`config.mk`:
```
export PLATFORM = sky130hd
export DESIGN_NAME = cpu_subsystem
export DESIGN_NICKNAME = d
export VERILOG_FILES = /design/src/hdl/mcu_pkg.sv /design/src/hdl/cpu_subsystem.sv
export VERILOG_INCLUDE_DIRS = /design/src /design/src/hdl
export SDC_FILE = /design/constraint.sdc
export NUM_CORES = 1
export LEC_CHECK = 0
export BUFFER_PORTS_ARGS = -buffer_cell sky130_fd_sc_hd__buf_2
export CAP_MARGIN = 20
export CORE_ASPECT_RATIO = 1.1
export CORE_MARGIN = 3
export CORE_UTILIZATION = 55
export CTS_BUF_LIST = sky130_fd_sc_hd__clkbuf_16
export DETAILED_ROUTE_END_ITERATION = 16
export GPL_ROUTABILITY_DRIVEN = 0
export PLACE_DENSITY = 0.95
export SETUP_SLACK_MARGIN = 0.2
export SLEW_MARGIN = 25
export SYNTH_ARGS = -nofsm -noshare
export SYNTH_HDL_FRONTEND = slang
export SYNTH_SLANG_ARGS = --single-unit
```
`constraint.sdc`:
```
create_clock -name clk_i -period 4.2 [get_ports clk_i]
set_input_delay 0.84 -clock clk_i [delete_from_list [all_inputs] [get_ports clk_i]]
set_output_delay 0.84 -clock clk_i [all_outputs]
set_load 0.05 [all_outputs]
```
`src/hdl/mcu_cfg.svh`:
```
//////////////////////////////
// MCU build configuration
// Memory depths, boot address, bus width
//////////////////////////////

`ifndef MCU_CFG_SVH
`define MCU_CFG_SVH

// Memory depths in 32-bit words
`define MCU_IMEM_WORDS 256
`define MCU_DMEM_WORDS 256

// Byte address of the first fetch
`define MCU_BOOT_ADDR 32'h0000_0000

// OBI data and address width
`define MCU_XLEN 32

`endif

```
`src/hdl/mcu_pkg.sv`:
```
//////////////////////////////
// OBI request/response structs
// Accumulator core opcodes and instruction format
//////////////////////////////

`include "mcu_cfg.svh"

package mcu_pkg;

    typedef struct packed {
        logic                   req;
        logic                   we;
        logic [`MCU_XLEN/8-1:0] be;
        logic [`MCU_XLEN-1:0]   addr;
        logic [`MCU_XLEN-1:0]   wdata;
    } obi_req_t;

    typedef struct packed {
        logic                 gnt;
        logic                 rvalid;
        logic [`MCU_XLEN-1:0] rdata;
    } obi_resp_t;

    // Opcode lives in instruction bits [31:28]; unlisted codes execute as no-op
    typedef enum logic [3:0] {
        OP_LDI  = 4'h1,  // acc = zext(imm)
        OP_LD   = 4'h2,  // acc = mem[idx]
        OP_ST   = 4'h3,  // mem[idx] = acc
        OP_ADD  = 4'h4,  // acc = acc + mem[idx]
        OP_XOR  = 4'h5,  // acc = acc ^ mem[idx]
        OP_ADDI = 4'h6,  // acc = acc + zext(imm)
        OP_BNZ  = 4'h7,  // pc = imm word index when acc != 0
        OP_HALT = 4'hf
    } opcode_e;

    // Operand in [15:0] is an immediate or a data word index.
    // All arithmetic wraps modulo 2**32
    typedef struct packed {
        opcode_e     opcode;
        logic [11:0] rsvd;
        logic [15:0] operand;
    } instr_t;

endpackage

```
`src/hdl/cpu_subsystem.sv`:
```
//////////////////////////////
// Accumulator CPU with OBI instr/data ports
//////////////////////////////

`timescale 1ns/10ps

`include "mcu_cfg.svh"

module cpu_subsystem
    import mcu_pkg::*;
(
    input  logic      clk_i,
    input  logic      arst_n_i,
    input  logic      fetch_enable_i,

    // Instruction fetch port, read only
    output obi_req_t  core_instr_req_o,
    input  obi_resp_t core_instr_resp_i,

    // Data port
    output obi_req_t  core_data_req_o,
    input  obi_resp_t core_data_resp_i,

    output logic      core_sleep_o
);

    typedef enum logic [2:0] {
        IDLE,
        FETCH,
        FETCH_WAIT,
        EXEC,
        DATA,
        DATA_WAIT,
        SLEEP
    } state_e;

    state_e               state_q;
    logic [`MCU_XLEN-1:0] pc_q;
    logic [`MCU_XLEN-1:0] acc_q;
    instr_t               instr_q;

    logic                 fetch_req;
    logic                 is_store;
    logic [`MCU_XLEN-1:0] imm_ext;
    logic [`MCU_XLEN-1:0] data_addr;
    logic [`MCU_XLEN-1:0] branch_target;

    // Operand decode
    assign imm_ext       = {{(`MCU_XLEN-16){1'b0}}, instr_q.operand};
    assign data_addr     = {{(`MCU_XLEN-18){1'b0}}, instr_q.operand, 2'b00};
    assign branch_target = data_addr;
    assign is_store      = (instr_q.opcode == OP_ST);

    // Fetch starts in the same cycle fetch enable shows up
    assign fetch_req = (state_q == FETCH) || ((state_q == IDLE) && fetch_enable_i);

    always_comb begin
        core_instr_req_o.req   = fetch_req;
        core_instr_req_o.we    = 1'b0;
        core_instr_req_o.be    = '1;
        core_instr_req_o.addr  = pc_q;
        core_instr_req_o.wdata = '0;
    end

    always_comb begin
        core_data_req_o.req   = (state_q == DATA);
        core_data_req_o.we    = (state_q == DATA) && is_store;
        core_data_req_o.be    = '1;
        core_data_req_o.addr  = data_addr;
        core_data_req_o.wdata = acc_q;
    end

    assign core_sleep_o = (state_q == SLEEP);

    // Instruction register
    always_ff @(posedge clk_i) begin
        if ((state_q == FETCH_WAIT) && core_instr_resp_i.rvalid) begin
            instr_q <= instr_t'(core_instr_resp_i.rdata);
        end
    end

    always_ff @(posedge clk_i or negedge arst_n_i) begin
        if (!arst_n_i) begin
            state_q <= IDLE;
            pc_q    <= `MCU_BOOT_ADDR;
            acc_q   <= '0;
        end else begin
            case (state_q)
                IDLE: begin
                    if (fetch_enable_i) begin
                        state_q <= core_instr_resp_i.gnt ? FETCH_WAIT : FETCH;
                    end
                end
                FETCH: begin
                    if (core_instr_resp_i.gnt) state_q <= FETCH_WAIT;
                end
                FETCH_WAIT: begin
                    if (core_instr_resp_i.rvalid) state_q <= EXEC;
                end
                EXEC: begin
                    pc_q    <= pc_q + `MCU_XLEN'(4);
                    state_q <= FETCH;
                    case (instr_q.opcode)
                        OP_LDI:  acc_q <= imm_ext;
                        OP_ADDI: acc_q <= acc_q + imm_ext;
                        OP_BNZ: begin
                            if (acc_q != '0) pc_q <= branch_target;
                        end
                        OP_HALT: state_q <= SLEEP;
                        OP_LD, OP_ST, OP_ADD, OP_XOR: state_q <= DATA;
                        default: ;
                    endcase
                end
                DATA: begin
                    if (core_data_resp_i.gnt) state_q <= DATA_WAIT;
                end
                DATA_WAIT: begin
                    if (core_data_resp_i.rvalid) begin
                        state_q <= FETCH;
                        case (instr_q.opcode)
                            OP_LD:   acc_q <= core_data_resp_i.rdata;
                            OP_ADD:  acc_q <= acc_q + core_data_resp_i.rdata;
                            OP_XOR:  acc_q <= acc_q ^ core_data_resp_i.rdata;
                            default: ;
                        endcase
                    end
                end
                // Parked until the next reset
                SLEEP: ;
                default: state_q <= IDLE;
            endcase
        end
    end

    // Request must hold until the arbiter grants it
    a_instr_req_stable: assert property (@(posedge clk_i) disable iff (!arst_n_i)
        core_instr_req_o.req && !core_instr_resp_i.gnt |=>
            core_instr_req_o.req && $stable(core_instr_req_o.addr));

    a_data_req_stable: assert property (@(posedge clk_i) disable iff (!arst_n_i)
        core_data_req_o.req && !core_data_resp_i.gnt |=>
            core_data_req_o.req && $stable(core_data_req_o.addr)
            && $stable(core_data_req_o.we) && $stable(core_data_req_o.wdata));

endmodule

```
==> impl_metrics.py <==
metrics = {
    "floorplanning": {
        "pin_count": 212,
        "die_height_um": 133,
        "dieArea_mm2": 0.0162,
        "core_mm2": 0.0141,
        "rows": 45,
        "start_util_pct": 57.3,
        "die_w_um": 122,
    },
    "worst_setup_path": {
        "path_max_fanout": 6,
        "critPathKind": "in -> reg",
        "worstPathArrival_ns": 3.34,
        "r2r_cells": 10,
        "start_kind": "input pin",
        "r2r_setup_slack_ns": 1.07,
        "r2r_end": "acc_q[30]",
        "cp.required_ns": 4.41,
        "cp-end-kind": "flop",
        "timing.rr.start": "acc_q[1]",
    },
    "sta": {
        "setup_tns_ns": 0,
        "finalHoldViolCount": 0,
        "skew_ns": 0.00856,
        "fin_crit_sh_pct": 74.7,
        "slew_viol_final": 0,
        "rsz0062_at_grt": "no",
        "slew_headroom_pct": 33.2,
        "finalWorstSetupSlack_ns": 1.06,
        "max_freq_mhz": 319,
        "period_needed_ns": 3.14,
        "tightest_slew_ns": 1.00,
        "setup_viol": 0,
        "holdWs_ns": 0.522,
    },
    "finish": {
        "fill_cells": 1224,
        "seqCellArea_mm2": 0.00223,
        "final_common_cell": "buf_2",
        "multi_input_area_mm2": 0.00525,
        "nets": 1216,
        "drive_gt1_share_pct": 18.7,
        "layout_common_cells": "buf_2 (139), nand2_1 (111), o21ai_0 (86)",
        "synthToLayoutAreaGrowth_pct": 9.35,
    },
    "pwr": {
        "p_int_mw": 2.86,
        "pwr-share-clk_pct": 11.9,
        "peakVddDrop_uv": 441,
        "power.share.switching_pct": 55.6,
        "p_seq_share_pct": 25.1,
        "comb_power_share_pct": 63.0,
        "power_density_mw_per_mm2": 728,
        "p_switching_mw": 3.59,
        "p_leak_nw": 4.05,
    },
    "placed_design": {
        "hpwl_um": 17400,
        "place_ws_ns": 0.743,
        "portBuffers": 140,
    },
    "grt": {
        "grt_max_degree": 49,
        "antenna_found_initial": 1,
        "overflow": 0,
        "grt_pass1_vias": 7261,
        "grt_pass1_wl_um": 35900,
        "grt.total_usage_pct": 27.1,
    },
    "status": {
        "status": "finished, final reports clean",
    },
    "synthesis": {
        "yosysSeqAreaShare_pct": 27.5,
        "synth-edff-count": 20,
        "synth_top_cell_area_share_pct": 20.1,
        "synthXorXnorAreaFrac_pct": 6.27,
        "synthAdderAreaFrac_pct": 7.91,
        "synth_cell_type_count": 89,
        "synth-simple-area-share_pct": 21.2,
        "ys_warn_count": 0,
        "synth_area_mm2": 0.00810,
        "syn_avg_cell_area_um2": 8.10,
        "synth_flop_cell": "dfrtp_1",
        "async_flop_share_pct": 76.5,
        "synth_top_area_cell": "dfrtp_1",
        "ys_ff_latch": 85,
        "synth_area_leaders": "dfrtp_1 (20%), edfxtp_1 (7.4%), ha_1 (7.4%)",
        "synth_compound_area_share_pct": 25.0,
        "muxShareOfSynthArea_pct": 1.53,
        "synth_top_family_by_area": "compound AO/OA/AOI/OAI gates",
        "syn_inst": 1000,
    },
    "clocking": {
        "cts_resized": 0,
        "cts_max_level": 3,
        "clock-root-buffer": "clkbuf_16",
        "cts_tree": "yes",
        "numCtsBuffers": 9,
        "clockBufferDepth": 2,
        "path_clk_slew_ns": 0.07,
        "clock_latency_ns": 0.34,
        "postCtsSetupRepairBufs": 0,
        "clkSinkCount": 85,
        "ctsHoldBuffers": 0,
    },
    "detailed_routing": {
        "wl_per_cell_um": 18.0,
        "drt-total-wl_um": 23200,
        "drc": 0,
        "vias_per_cell": 6.28,
        "first_pass_iters": 6,
        "vias": 8093,
        "ant_nets": 0,
        "drtIter0Drc": 824,
    },
    "worst_hold_path": {
        "hold_class": "in -> async",
    },
    "flow_run": {
        "drv_cap": 0,
    },
}
[per-stage QoR]
step	std cells	power [mW]	util [%]	instance area, um^2
2_1_floorplan	1057	4.75	-	8310
3_3_place_gp	1272	5.46	60.6	8560
3_5_place_dp	1272	5.59	60.6	8560
4_1_cts	1288	6.37	62.6	8850
5_1_grt	1289	6.83	62.7	8850
6_report	1289	6.45	62.7	8850
[critical path, stage by stage]
cell and delay, ns:
buf_2 0.12, ha_1 0.39, nand4_1 0.17, or3_1 0.43, o31a_4 0.38, a21oi_2 0.23, nand4_2 0.13, mux2i_1 0.14
or4b_1 0.50
[how the worst max path moves through the flow]
stage	depth (start not counted)	start	to
floorplan	3	state_q[2]	core_data_req_o[68]
global placement	9	core_data_resp_i[15]	acc_q[31]
detailed placement	9	core_data_resp_i[15]	acc_q[31]
CTS	9	core_data_resp_i[15]	acc_q[31]
global route	3	state_q[2]	core_data_req_o[68]
finish	9	core_data_resp_i[15]	acc_q[31]
[cells by family (layout without fill, tap and decap cells)]
group                      Yosys count  count (layout)
AOI/OAI and AO/OA                  305             305
xor gates and xnor gates            58              58
adders and majority gates           50              50
buffers and inverters              143             186
DFF                                 85              85
muxes                               12              12
other                                2              60
and+or+nand+nor                    345             345
[area by class of cell]
class,instances,area share (%)
inverters,20,0.848
diodes,1,0.0283
clock inverters,7,0.650
multi-input cells,829,59.3
repair buffers,150,8.79
well taps,188,2.66
flip-flops and latches,85,25.2
clock buffers,9,2.54
[synth_stat cells (8+ instances only)]
library cell / number
a211oi_1: 11
a21o_1: 20
a21oi_1: 82
a31oi_1: 8
and2_1: 8
and3_1: 15
buf_2: 11
buf_4: 79
clkbuf_1: 31
dfrtp_1: 65
edfxtp_1: 20
ha_1: 48
inv_1: 19
mux2i_1: 9
nand2_1: 111
nand3_1: 34
nand4_1: 24
nor2_1: 81
nor3_1: 9
nor4_1: 11
o211ai_1: 21
o21a_1: 8
o21ai_0: 86
or3_1: 9
xnor2_1: 24
xor2_1: 34
[state kept, by name (all words and copies together) (netlist names)]
| name | cells |
|---|---|
| acc_q | 32 |
| core_data_req_o | 16 |
| instr_q | 4 |
| pc_q | 30 |
| state_q | 3 |
[routing by layer]
layer	up-vias	part of all wire (%)	global-route usage [%]
li1	3706	-	-
met2	521	48	45.5
met4	0	3.6	10.5
met1	3777	39	34.9
met3	89	10	4.42
met5	-	0	0
[power groups by stage]
stage / logic (mW) / registers (mW) / clock network, mW
after floorplan: 2.58 / 2.17 / 0
after global placement: 3.87 / 1.59 / 0
after detailed placement: 3.99 / 1.60 / 0
after CTS: 4.01 / 1.59 / 0.775
after global routing: 4.38 / 1.65 / 0.807
final: 4.06 / 1.62 / 0.770
Power figures use the tool's default switching activity.
