<file path="config.mk">
export PLATFORM = sky130hd
export DESIGN_NAME = obi_arbiter
export DESIGN_NICKNAME = d
export VERILOG_FILES = /design/src/hdl/mcu_pkg.sv /design/src/hdl/obi_arbiter.sv
export VERILOG_INCLUDE_DIRS = /design/src /design/src/hdl
export SDC_FILE = /design/constraint.sdc
export NUM_CORES = 1
export LEC_CHECK = 0
export ABC_AREA = 1
export BUFFER_PORTS_ARGS = -buffer_cell sky130_fd_sc_hd__buf_2
export CORE_AREA = 5 5 120 122
export DETAILED_ROUTE_END_ITERATION = 10
export DIE_AREA = 0 0 125 127
export PLACE_DENSITY = 0.5
export SYNTH_ARGS = -nofsm -noshare
export SYNTH_HDL_FRONTEND = slang
export SYNTH_SLANG_ARGS = --single-unit
</file>
<file path="constraint.sdc">
create_clock -name clk_i -period 0.9 [get_ports clk_i]
set_input_delay 0.18 -clock clk_i [delete_from_list [all_inputs] [get_ports clk_i]]
set_output_delay 0.18 -clock clk_i [all_outputs]
set_load 0.03 [all_outputs]
</file>
<file path="src/hdl/mcu_cfg.svh">
//////////////////////////////
// MCU build configuration
// Memory depths, boot address, bus width
//////////////////////////////

`ifndef MCU_CFG_SVH
`define MCU_CFG_SVH

// Memory depths in 32-bit words
`define MCU_IMEM_WORDS 256
`define MCU_DMEM_WORDS 256

// Byte address of the first fetch
`define MCU_BOOT_ADDR 32'h0000_0000

// OBI data and address width
`define MCU_XLEN 32

`endif

</file>
<file path="src/hdl/mcu_pkg.sv">
//////////////////////////////
// OBI request/response structs
// Accumulator core opcodes and instruction format
//////////////////////////////

`include "mcu_cfg.svh"

package mcu_pkg;

    typedef struct packed {
        logic                   req;
        logic                   we;
        logic [`MCU_XLEN/8-1:0] be;
        logic [`MCU_XLEN-1:0]   addr;
        logic [`MCU_XLEN-1:0]   wdata;
    } obi_req_t;

    typedef struct packed {
        logic                 gnt;
        logic                 rvalid;
        logic [`MCU_XLEN-1:0] rdata;
    } obi_resp_t;

    // Opcode lives in instruction bits [31:28]; unlisted codes execute as no-op
    typedef enum logic [3:0] {
        OP_LDI  = 4'h1,  // acc = zext(imm)
        OP_LD   = 4'h2,  // acc = mem[idx]
        OP_ST   = 4'h3,  // mem[idx] = acc
        OP_ADD  = 4'h4,  // acc = acc + mem[idx]
        OP_XOR  = 4'h5,  // acc = acc ^ mem[idx]
        OP_ADDI = 4'h6,  // acc = acc + zext(imm)
        OP_BNZ  = 4'h7,  // pc = imm word index when acc != 0
        OP_HALT = 4'hf
    } opcode_e;

    // Operand in [15:0] is an immediate or a data word index.
    // All arithmetic wraps modulo 2**32
    typedef struct packed {
        opcode_e     opcode;
        logic [11:0] rsvd;
        logic [15:0] operand;
    } instr_t;

endpackage

</file>
<file path="src/hdl/obi_arbiter.sv">
//////////////////////////////
// Two-master fixed-priority OBI arbiter
//////////////////////////////

`timescale 1ns/10ps

module obi_arbiter
    import mcu_pkg::*;
(
    input  logic      clk_i,
    input  logic      arst_n_i,

    // Port 0, highest priority
    input  obi_req_t  m0_req_i,
    output obi_resp_t m0_resp_o,

    // Port 1, served when port 0 is quiet
    input  obi_req_t  m1_req_i,
    output obi_resp_t m1_resp_o,

    // Towards the memory
    output obi_req_t  s_req_o,
    input  obi_resp_t s_resp_i
);

    logic gnt0;
    logic gnt1;
    logic owner_q;

    assign s_req_o = m0_req_i.req ? m0_req_i : m1_req_i;

    assign gnt0 = m0_req_i.req & s_resp_i.gnt;
    assign gnt1 = m1_req_i.req & ~m0_req_i.req & s_resp_i.gnt;

    // Remembers who owns the response due next cycle
    always_ff @(posedge clk_i or negedge arst_n_i) begin
        if (!arst_n_i) begin
            owner_q <= 1'b0;
        end else if (gnt0 || gnt1) begin
            owner_q <= gnt1;
        end
    end

    always_comb begin
        m0_resp_o.gnt    = gnt0;
        m0_resp_o.rvalid = s_resp_i.rvalid & ~owner_q;
        m0_resp_o.rdata  = owner_q ? '0 : s_resp_i.rdata;

        m1_resp_o.gnt    = gnt1;
        m1_resp_o.rvalid = s_resp_i.rvalid & owner_q;
        m1_resp_o.rdata  = owner_q ? s_resp_i.rdata : '0;
    end

    a_one_grant: assert property (@(posedge clk_i) disable iff (!arst_n_i)
        !(m0_resp_o.gnt && m1_resp_o.gnt));

    // Response only to the port granted the cycle before
    a_m0_resp_owner: assert property (@(posedge clk_i) disable iff (!arst_n_i)
        m0_resp_o.rvalid |-> $past(m0_resp_o.gnt));

    a_m1_resp_owner: assert property (@(posedge clk_i) disable iff (!arst_n_i)
        m1_resp_o.rvalid |-> $past(m1_resp_o.gnt));

endmodule

</file>
==> impl_metrics.env, run 1 <==
export IMPL_synthToLayoutAreaGrowth_pct=357
export IMPL_ios=314
export IMPL_ys_seq_elements=1
export IMPL_ys_flop_type="dfrtp_1"
export IMPL_numPortBuffers=313
export IMPL_yosys_area_share_adder=0
export IMPL_clock_fmax_mhz=827
export IMPL_max_stage_delay_ns=0.47
export IMPL_fin_nets=892
export IMPL_fillCellCount=1161
export IMPL_relSlewSlack=0.896
export IMPL_overflow=0
export IMPL_antenna_found_initial=1
export IMPL_largest_register_ffs=1
export IMPL_syn_area_sq_mm=0.00148
export IMPL_drc=0
export IMPL_yosys_area_top_type="nand2_1"
export IMPL_power_density_mw_per_mm2=767
export IMPL_crit_slowest_cell="dfrtp_4"
export IMPL_clk_latency_ns=0
export IMPL_hold_violations=0
export IMPL_initial_core_util=0.113
export IMPL_violations="setup timing"
export IMPL_antenna_left=0
export IMPL_synthCells=374
export IMPL_final_area_sq_mm=0.00677
export IMPL_gp_congestion=0.836
export IMPL_dp_hpwl_um=9220
export IMPL_pre_cts_ws_ns=-0.333
export IMPL_status="complete, but fails checks"
export IMPL_synth_seq_area_share=0.0169
export IMPL_synth_mux_area_frac=0
export IMPL_cp_arrival_ns=1.03
export IMPL_core_sq_mm=0.0131
export IMPL_vdd_drop_max_mv=0.371
export IMPL_post_drt_wl_per_cell_um=16.7
export IMPL_fin_ws_ns=-0.310
export IMPL_yosysTopAreaCellShare=0.619
export IMPL_top_layer="met4"
export IMPL_synth_async_reset_ratio=1.00
export IMPL_wl_um=14900
export IMPL_slew_violations=0
export IMPL_finClkSkew_ns=0
export IMPL_grt_pass1_wl_um=19200
export IMPL_drt_pass1_iterations=4
export IMPL_top_regs="owner_q (1)"
export IMPL_synth_most_common_cell="nand2_1"
export IMPL_cp_required_ns=0.72
export IMPL_drt_iter0_markers=45
export IMPL_synth_top_family_by_area="simple AND/OR/NAND/NOR gates"
export IMPL_synth_edf_count=0
export IMPL_drt_met1_wl_um=4940
export IMPL_dp_cells=851
export IMPL_period_share=1.34
export IMPL_finalSetupViolations=139
export IMPL_drive_gt1_frac=0.924
export IMPL_top_register="owner_q"
export IMPL_dieArea_sq_mm=0.0159
export IMPL_placed_cell_area_sq_mm=0.00406
export IMPL_crit_path_end_kind="primary output"
export IMPL_synth_area_leaders="nand2_1 (62%), inv_1 (17%), nor2_1 (8.6%), buf_2 (6.4%), dfrtp_1 (1.7%)"
export IMPL_grt_max_degree=24
export IMPL_critPathMaxFanout=7
export IMPL_crit_path_start_kind="flop"
export IMPL_die_w_um=125
export IMPL_synth_common_cells="nand2_1 (244), inv_1 (69), nor2_1 (34)"
export IMPL_synthXorXnorAreaFrac=0
export IMPL_wl_met3_um=1420
export IMPL_synthesis_nets=550
export IMPL_fin_cells=891
export IMPL_synth_cell_types=9
export IMPL_yosys_warnings=0
export IMPL_vias_per_cell=4.02
export IMPL_grt_pass1_vias=3637
export IMPL_final_util=0.517
export IMPL_cp_cell_sequence="buf_12 -> clkbuf_16 -> nor2_4 -> buf_6"
export IMPL_hp_class="in -> async"
export IMPL_rsz0062_at_grt="yes"
export IMPL_fin_crit_ns=1.21
export IMPL_die_height_um=127
export IMPL_worst_setup_path_type="reg -> out"
export IMPL_grt_util_all_layers=0.148
export IMPL_vias=3579
export IMPL_worstMarginPinSlew_ns=0.155
export IMPL_finalPower_w=0.00519
export IMPL_routed_wl_met2_um=8230
export IMPL_drv_cap=0
export IMPL_rows=42
export IMPL_clk_pin_slew_ns=0
export IMPL_synth_simple_area_share=0.709
export IMPL_avgSynthCellArea_sq_um=3.96
export IMPL_synth_compound_area_frac=0
export IMPL_p_leak_nw=3.91
-- layout by cell type (no fill, tap or decap) --
master,synthesis,final
nand2_8,0,1
buf_4,3,1
buf_2,19,174
nand2_4,0,171
nand2_1,244,18
clkbuf_16,0,4
nand2_2,0,54
inv_12,0,1
dfrtp_4,0,1
diode_2,0,1
buf_16,0,17
nor2_4,0,34
or2_4,0,1
buf_12,0,17
buf_6,2,146
inv_1,69,35
dlygate4sd3_1,0,1
buf_8,0,4
inv_2,0,34
-- logic make-up after synthesis --
| logic type | after synthesis |
|---|---|
| DFF | 1 |
| buffers and inverters | 94 |
| and+or+nand+nor | 279 |
-- routing by layer --
layer / global-route usage / up-vias
li1: - / 1722
met5: 0 / -
met3: 0.0472 / 18
met2: 0.294 / 212
met4: 0.0274 / 0
met1: 0.153 / 1627
-- final cells by class --
| type | instances | area [sq um] | share of cell area |
|---|---|---|---|
| Sequential cell | 1 | 28.8 | 0.00425 |
| Multi-Input combinational cell | 279 | 2740 | 0.405 |
| Tap cell | 176 | 220 | 0.0325 |
| Antenna cell | 1 | 2.50 | 0.000370 |
| Timing Repair Buffer | 364 | 3500 | 0.517 |
| Inverter | 70 | 275 | 0.0407 |
-- worst max-delay path, delay by kind of cell, from the launching register on --
kind                   cells  cell delay, ns
flip-flops                 1            0.47
buffers and inverters      3            0.46
AND/OR/NAND/NOR            1            0.09
-- stage by stage --
step                TNS [ns]  hold WS (ns)
floorplan              -6.35        -0.116
global placement      -38.43       -0.0453
detailed placement    -38.31       -0.0433
CTS                   -30.63         0.497
global route          -34.73         0.540
finish                -31.71         0.509
-- worst paths after layout --
kind / slack [ns] / from / endpoint / depth (start not counted)
worst max-delay path: -0.31 / owner_q / m0_resp_o[3] / 4
worst min-delay path: 0.51 / arst_n_i / owner_q / 2
worst max register to register: -0.16 / owner_q / owner_q / 6
worst min register to register: 0.94 / owner_q / owner_q / 6
max in group asynchronous: 0.29 / arst_n_i / owner_q / 2
min in group clk_i: 0.52 / s_resp_i[33] / owner_q / 4
-- what timing repair did --
| action | 4_1_cts | 5_1_grt |
|---|---|---|
| endpoints found under the hold margin | 1 | 0 |
| resized for setup | 397 | 200 |
| endpoints found under the setup margin | 139 | 139 |
| pin swaps | 25 | 52 |
| buffers inserted | 14 | 7 |
| gates cloned | 17 | 6 |
| hold buffers | 1 | 0 |
-- power breakdown --
group,switching [W],internal (W),total (W),leakage (nW)
clock network,0,0.000000000149,0.000000000149,0.00000634
logic,0.00281,0.00232,0.00513,3.90
registers,0.00000643,0.0000545,0.0000610,0.0109
total,0.00281,0.00238,0.00519,3.91
Power figures use the tool's default switching activity.
==> run 2: changes to the inputs <==
Settings changed: BUFFER_PORTS_ARGS -buffer_cell sky130_fd_sc_hd__buf_2 to default, CORE_AREA 5 5 120 122 to 5 5 117 119, DIE_AREA 0 0 125 127 to 0 0 122 124, DONT_BUFFER_PORTS from default to 1, PLACE_DENSITY 0.5 to 0.3.
==> impl_metrics.env, run 2 (synthesis results as in run 1) <==
export IMPL_mostFrequentLayoutCells="nand2_1 (164), nand2_4 (75), inv_1 (36)"
export IMPL_fin_nets=549
export IMPL_vias_per_cell=3.89
export IMPL_antenna_left=0
export IMPL_initial_core_util=0.119
export IMPL_hold_violations=0
export IMPL_crit_path_start_kind="flop"
export IMPL_dieArea_sq_mm=0.0151
export IMPL_critPathMaxFanout=14
export IMPL_worst_setup_path_type="reg -> out"
export IMPL_crit_path_end_kind="primary output"
export IMPL_top_register="owner_q"
export IMPL_grt_util_all_layers=0.0871
export IMPL_holdWs_ns=0.401
export IMPL_rows=41
export IMPL_clock_fmax_mhz=875
export IMPL_cp_required_ns=0.72
export IMPL_slew_violations=0
export IMPL_final_area_sq_mm=0.00267
export IMPL_drt_pass1_iterations=4
export IMPL_finClkSkew_ns=0
export IMPL_ios=314
export IMPL_drc=0
export IMPL_placed_cell_area_sq_mm=0.00251
export IMPL_drt_iter0_markers=40
export IMPL_layout_commonest_cell="nand2_1"
export IMPL_top_regs="owner_q (1)"
export IMPL_pre_cts_ws_ns=-0.275
export IMPL_overflow=0
export IMPL_finalPower_w=0.00252
export IMPL_final_util=0.214
export IMPL_status="complete, but fails checks"
export IMPL_p_leak_nw=1.51
export IMPL_violations="setup timing"
export IMPL_drv_cap=0
export IMPL_synthToLayoutAreaGrowth_pct=80.6
export IMPL_post_drt_wl_per_cell_um=15.6
export IMPL_numPortBuffers=0
export IMPL_n_antenna_cell=0
export IMPL_hp_class="in -> reg"
export IMPL_worstMarginPinSlew_ns=0.272
export IMPL_grt_pass1_vias=2071
export IMPL_vias=2112
export IMPL_drive_gt1_frac=0.456
export IMPL_die_height_um=124
export IMPL_finalSetupViolations=67
export IMPL_gp_congestion=0.740
export IMPL_relSlewSlack=0.818
export IMPL_core_sq_mm=0.0125
export IMPL_clk_pin_slew_ns=0
export IMPL_grt_max_degree=74
export IMPL_dp_hpwl_um=7420
export IMPL_largest_register_ffs=1
export IMPL_cp_arrival_ns=0.96
export IMPL_wl_um=8460
export IMPL_rsz0062_at_grt="yes"
export IMPL_grt_pass1_wl_um=10700
export IMPL_fin_ws_ns=-0.243
export IMPL_power_density_mw_per_mm2=943
export IMPL_fin_crit_ns=1.14
export IMPL_die_w_um=122
export IMPL_vdd_drop_max_mv=0.233
export IMPL_clk_latency_ns=0
export IMPL_antenna_found_initial=0
export IMPL_period_share=1.27
## run 2: critical path, stage by stage, from the launching register on
cell	delay [ns]
dfrtp_4	0.52
buf_12	0.18
nor2_2	0.11
buf_6	0.13
## run 2: power by group
part	leakage (nW)	internal [W]	switching (W)
Sequential	0.0109	0.0000547	0.0000187
Clock	0	0	0
Combinational	1.50	0.000598	0.00185
## run 2: layout make-up
| type | count | area (sq um) |
|---|---|---|
| fillers | 1435 | 9790 |
| inverters | 70 | 270 |
| multi-input cells | 279 | 1860 |
| flip-flops and latches | 1 | 28.8 |
| well taps | 172 | 215 |
| repair buffers | 21 | 297 |
## run 2: routing by layer
layer	up-vias	GRT usage	wire length [um]
met5	-	0	0
met4	0	0	0
met3	0	0.0213	1000
met2	170	0.193	4870
met1	918	0.0839	2590
li1	1024	-	-
## run 2: repair_timing
item / CTS / global route
hold buffers: 1 / 0
endpoints found under the hold margin: 1 / 0
setup endpoints to repair: 68 / 113
cloned: 1 / 3
resized for setup: 6 / 8
buffers inserted: 2 / 0
pin swaps: 3 / 6
## run 2: worst paths after layout
kind / from / to / slack (ns) / depth (start not counted)
worst max-delay path: owner_q / m0_resp_o[29] / -0.24 / 3
worst min-delay path: s_resp_i[33] / owner_q / 0.40 / 3
worst max register to register: owner_q / owner_q / -0.13 / 5
worst min register to register: owner_q / owner_q / 0.91 / 5
max in group asynchronous: arst_n_i / owner_q / 0.37 / 1
min in group asynchronous: arst_n_i / owner_q / 0.41 / 1
## run 2: through the flow
stage                     setup TNS (ns)  std cells
final                             -12.70        543
after global routing              -14.89        543
after CTS                         -13.80        540
after detailed placement          -14.29        536
after global placement            -13.76        536
after floorplan                    -6.35        374
==> run 3: changes to the inputs <==
Settings changed: CELL_PAD_IN_SITES_DETAIL_PLACEMENT from default to 1, CELL_PAD_IN_SITES_GLOBAL_PLACEMENT from default to 1, CORE_AREA 5 5 117 119 to 5 5 118 120, DIE_AREA 0 0 122 124 to 0 0 123 125, HOLD_SLACK_MARGIN from default to 0.06, PLACE_DENSITY 0.3 to 0.44.
==> impl_metrics.env, run 3 (synthesis results as in run 1) <==
export IMPL_dp_hpwl_um=7570
export IMPL_gp_congestion=0.742
export IMPL_vias_per_cell=3.94
export IMPL_status="complete, but fails checks"
export IMPL_grt_util_all_layers=0.0975
export IMPL_grt_pass1_wl_um=12200
export IMPL_finalPower_w=0.00252
export IMPL_slew_violations=0
export IMPL_vdd_drop_max_mv=0.256
export IMPL_synthToLayoutAreaGrowth_pct=81.6
export IMPL_period_share=1.28
export IMPL_cp_cell_sequence="buf_16 -> nor2_4"
export IMPL_hold_violations=0
export IMPL_vias=2133
export IMPL_dp_cells=536
export IMPL_grt_pass1_vias=2260
export IMPL_ios=314
export IMPL_mostFrequentLayoutCells="nand2_1 (158), nand2_4 (72), inv_1 (36)"
export IMPL_dieArea_sq_mm=0.0154
export IMPL_die_height_um=125
export IMPL_top_regs="owner_q (1)"
export IMPL_worstMarginPinSlew_ns=0.283
export IMPL_relSlewSlack=0.811
export IMPL_rsz0062_at_grt="yes"
export IMPL_power_density_mw_per_mm2=938
export IMPL_numPortBuffers=0
export IMPL_fin_crit_ns=1.16
export IMPL_initial_core_util=0.115
export IMPL_largest_register_ffs=1
export IMPL_max_stage_delay_ns=0.51
export IMPL_core_sq_mm=0.0129
export IMPL_drive_gt1_frac=0.463
export IMPL_crit_path_end_kind="primary output"
export IMPL_met1_usage=0.0991
export IMPL_crit_family="flip-flops"
export IMPL_drc=0
export IMPL_clock_fmax_mhz=865
export IMPL_finClkSkew_ns=0
export IMPL_grt_use_met3=0.0221
export IMPL_pre_cts_ws_ns=-0.252
export IMPL_clk_pin_slew_ns=0
export IMPL_overflow=0
export IMPL_wl_um=8840
export IMPL_die_w_um=123
export IMPL_rows=42
export IMPL_fin_ws_ns=-0.256
export IMPL_grt_max_degree=74
export IMPL_busiest_layer="met2"
export IMPL_worst_path_buf_inv=1
export IMPL_post_drt_wl_per_cell_um=16.3
export IMPL_crit_slowest_cell="dfrtp_4"
export IMPL_cp_arrival_ns=0.98
export IMPL_fin_cells=541
export IMPL_finalSetupViolations=67
export IMPL_antenna_found_initial=0
export IMPL_final_util=0.209
export IMPL_clk_latency_ns=0
export IMPL_use_met2=0.206
export IMPL_layout_commonest_cell="nand2_1"
export IMPL_p_leak_nw=1.49
export IMPL_violations="setup timing"
export IMPL_hp_class="in -> reg"
export IMPL_fin_nets=543
export IMPL_n_antenna_cell=0
export IMPL_crit_path_start_kind="flop"
export IMPL_cp_required_ns=0.72
export IMPL_drt_iter0_markers=38
export IMPL_drv_cap=0
export IMPL_critPathMaxFanout=31
export IMPL_top_register="owner_q"
export IMPL_worst_setup_path_type="reg -> out"
export IMPL_drt_pass1_iterations=4
export IMPL_antenna_left=0
run 3: what timing repair did:
| action | 4_1_cts | 5_1_grt |
|---|---|---|
| pin swaps | 4 | 9 |
| gates resized for setup | 9 | 17 |
| gates cloned | 2 | 2 |
| setup buffers | 0 | 0 |
| hold buffers | 1 | 0 |
| endpoints found under the hold margin | 1 | 0 |
| endpoints found under the setup margin | 117 | 89 |
run 3: cell type report:
| type | instances | area [sq um] |
|---|---|---|
| Fill cell | 1638 | 10200 |
| Multi-Input combinational cell | 279 | 1860 |
| Inverter | 70 | 297 |
| Timing Repair Buffer | 15 | 284 |
| Tap cell | 176 | 220 |
| Sequential cell | 1 | 28.8 |
run 3: through the flow:
step	hold WS (ns)	area [sq um]	TNS, ns
global placement	-0.115	2490	-14.93
floorplan	-0.116	2330	-6.35
detailed placement	-0.115	2490	-15.45
finish	0.371	2690	-13.25
CTS	0.380	2590	-13.39
global route	0.396	2690	-15.79
run 3: worst min-delay path, delay by kind of cell:
kind                   cells  cell delay (ns)
buffers and inverters      1             0.03
AND/OR/NAND/NOR            2             0.11
run 3: report_power, final:
part / internal, W / switching, W / leakage, nW / total [W]
registers: 0.0000547 / 0.0000154 / 0.0109 / 0.0000701
clock network: 0 / 0 / 0 / 0
logic: 0.000590 / 0.00186 / 1.48 / 0.00245
total: 0.000645 / 0.00188 / 1.49 / 0.00252
run 3: per-layer routing:
metal,share of wire,vias up
met2,0.56,166
met1,0.32,952
li1,-,1013
met3,0.12,2
met4,0.0016,0
met5,0,-
run 3: path summary, 6_finish.rpt:
| kind | slack (ns) | endpoint | cells past startpoint | start |
|---|---|---|---|---|
| worst min-delay path | 0.37 | owner_q | 3 | s_resp_i[33] |
| worst min register to register | 0.97 | owner_q | 5 | owner_q |
| worst max register to register | -0.16 | owner_q | 5 | owner_q |
| worst max-delay path | -0.26 | m0_resp_o[2] | 2 | owner_q |
| max in group asynchronous | 0.36 | owner_q | 1 | arst_n_i |
| min in group asynchronous | 0.41 | owner_q | 1 | arst_n_i |
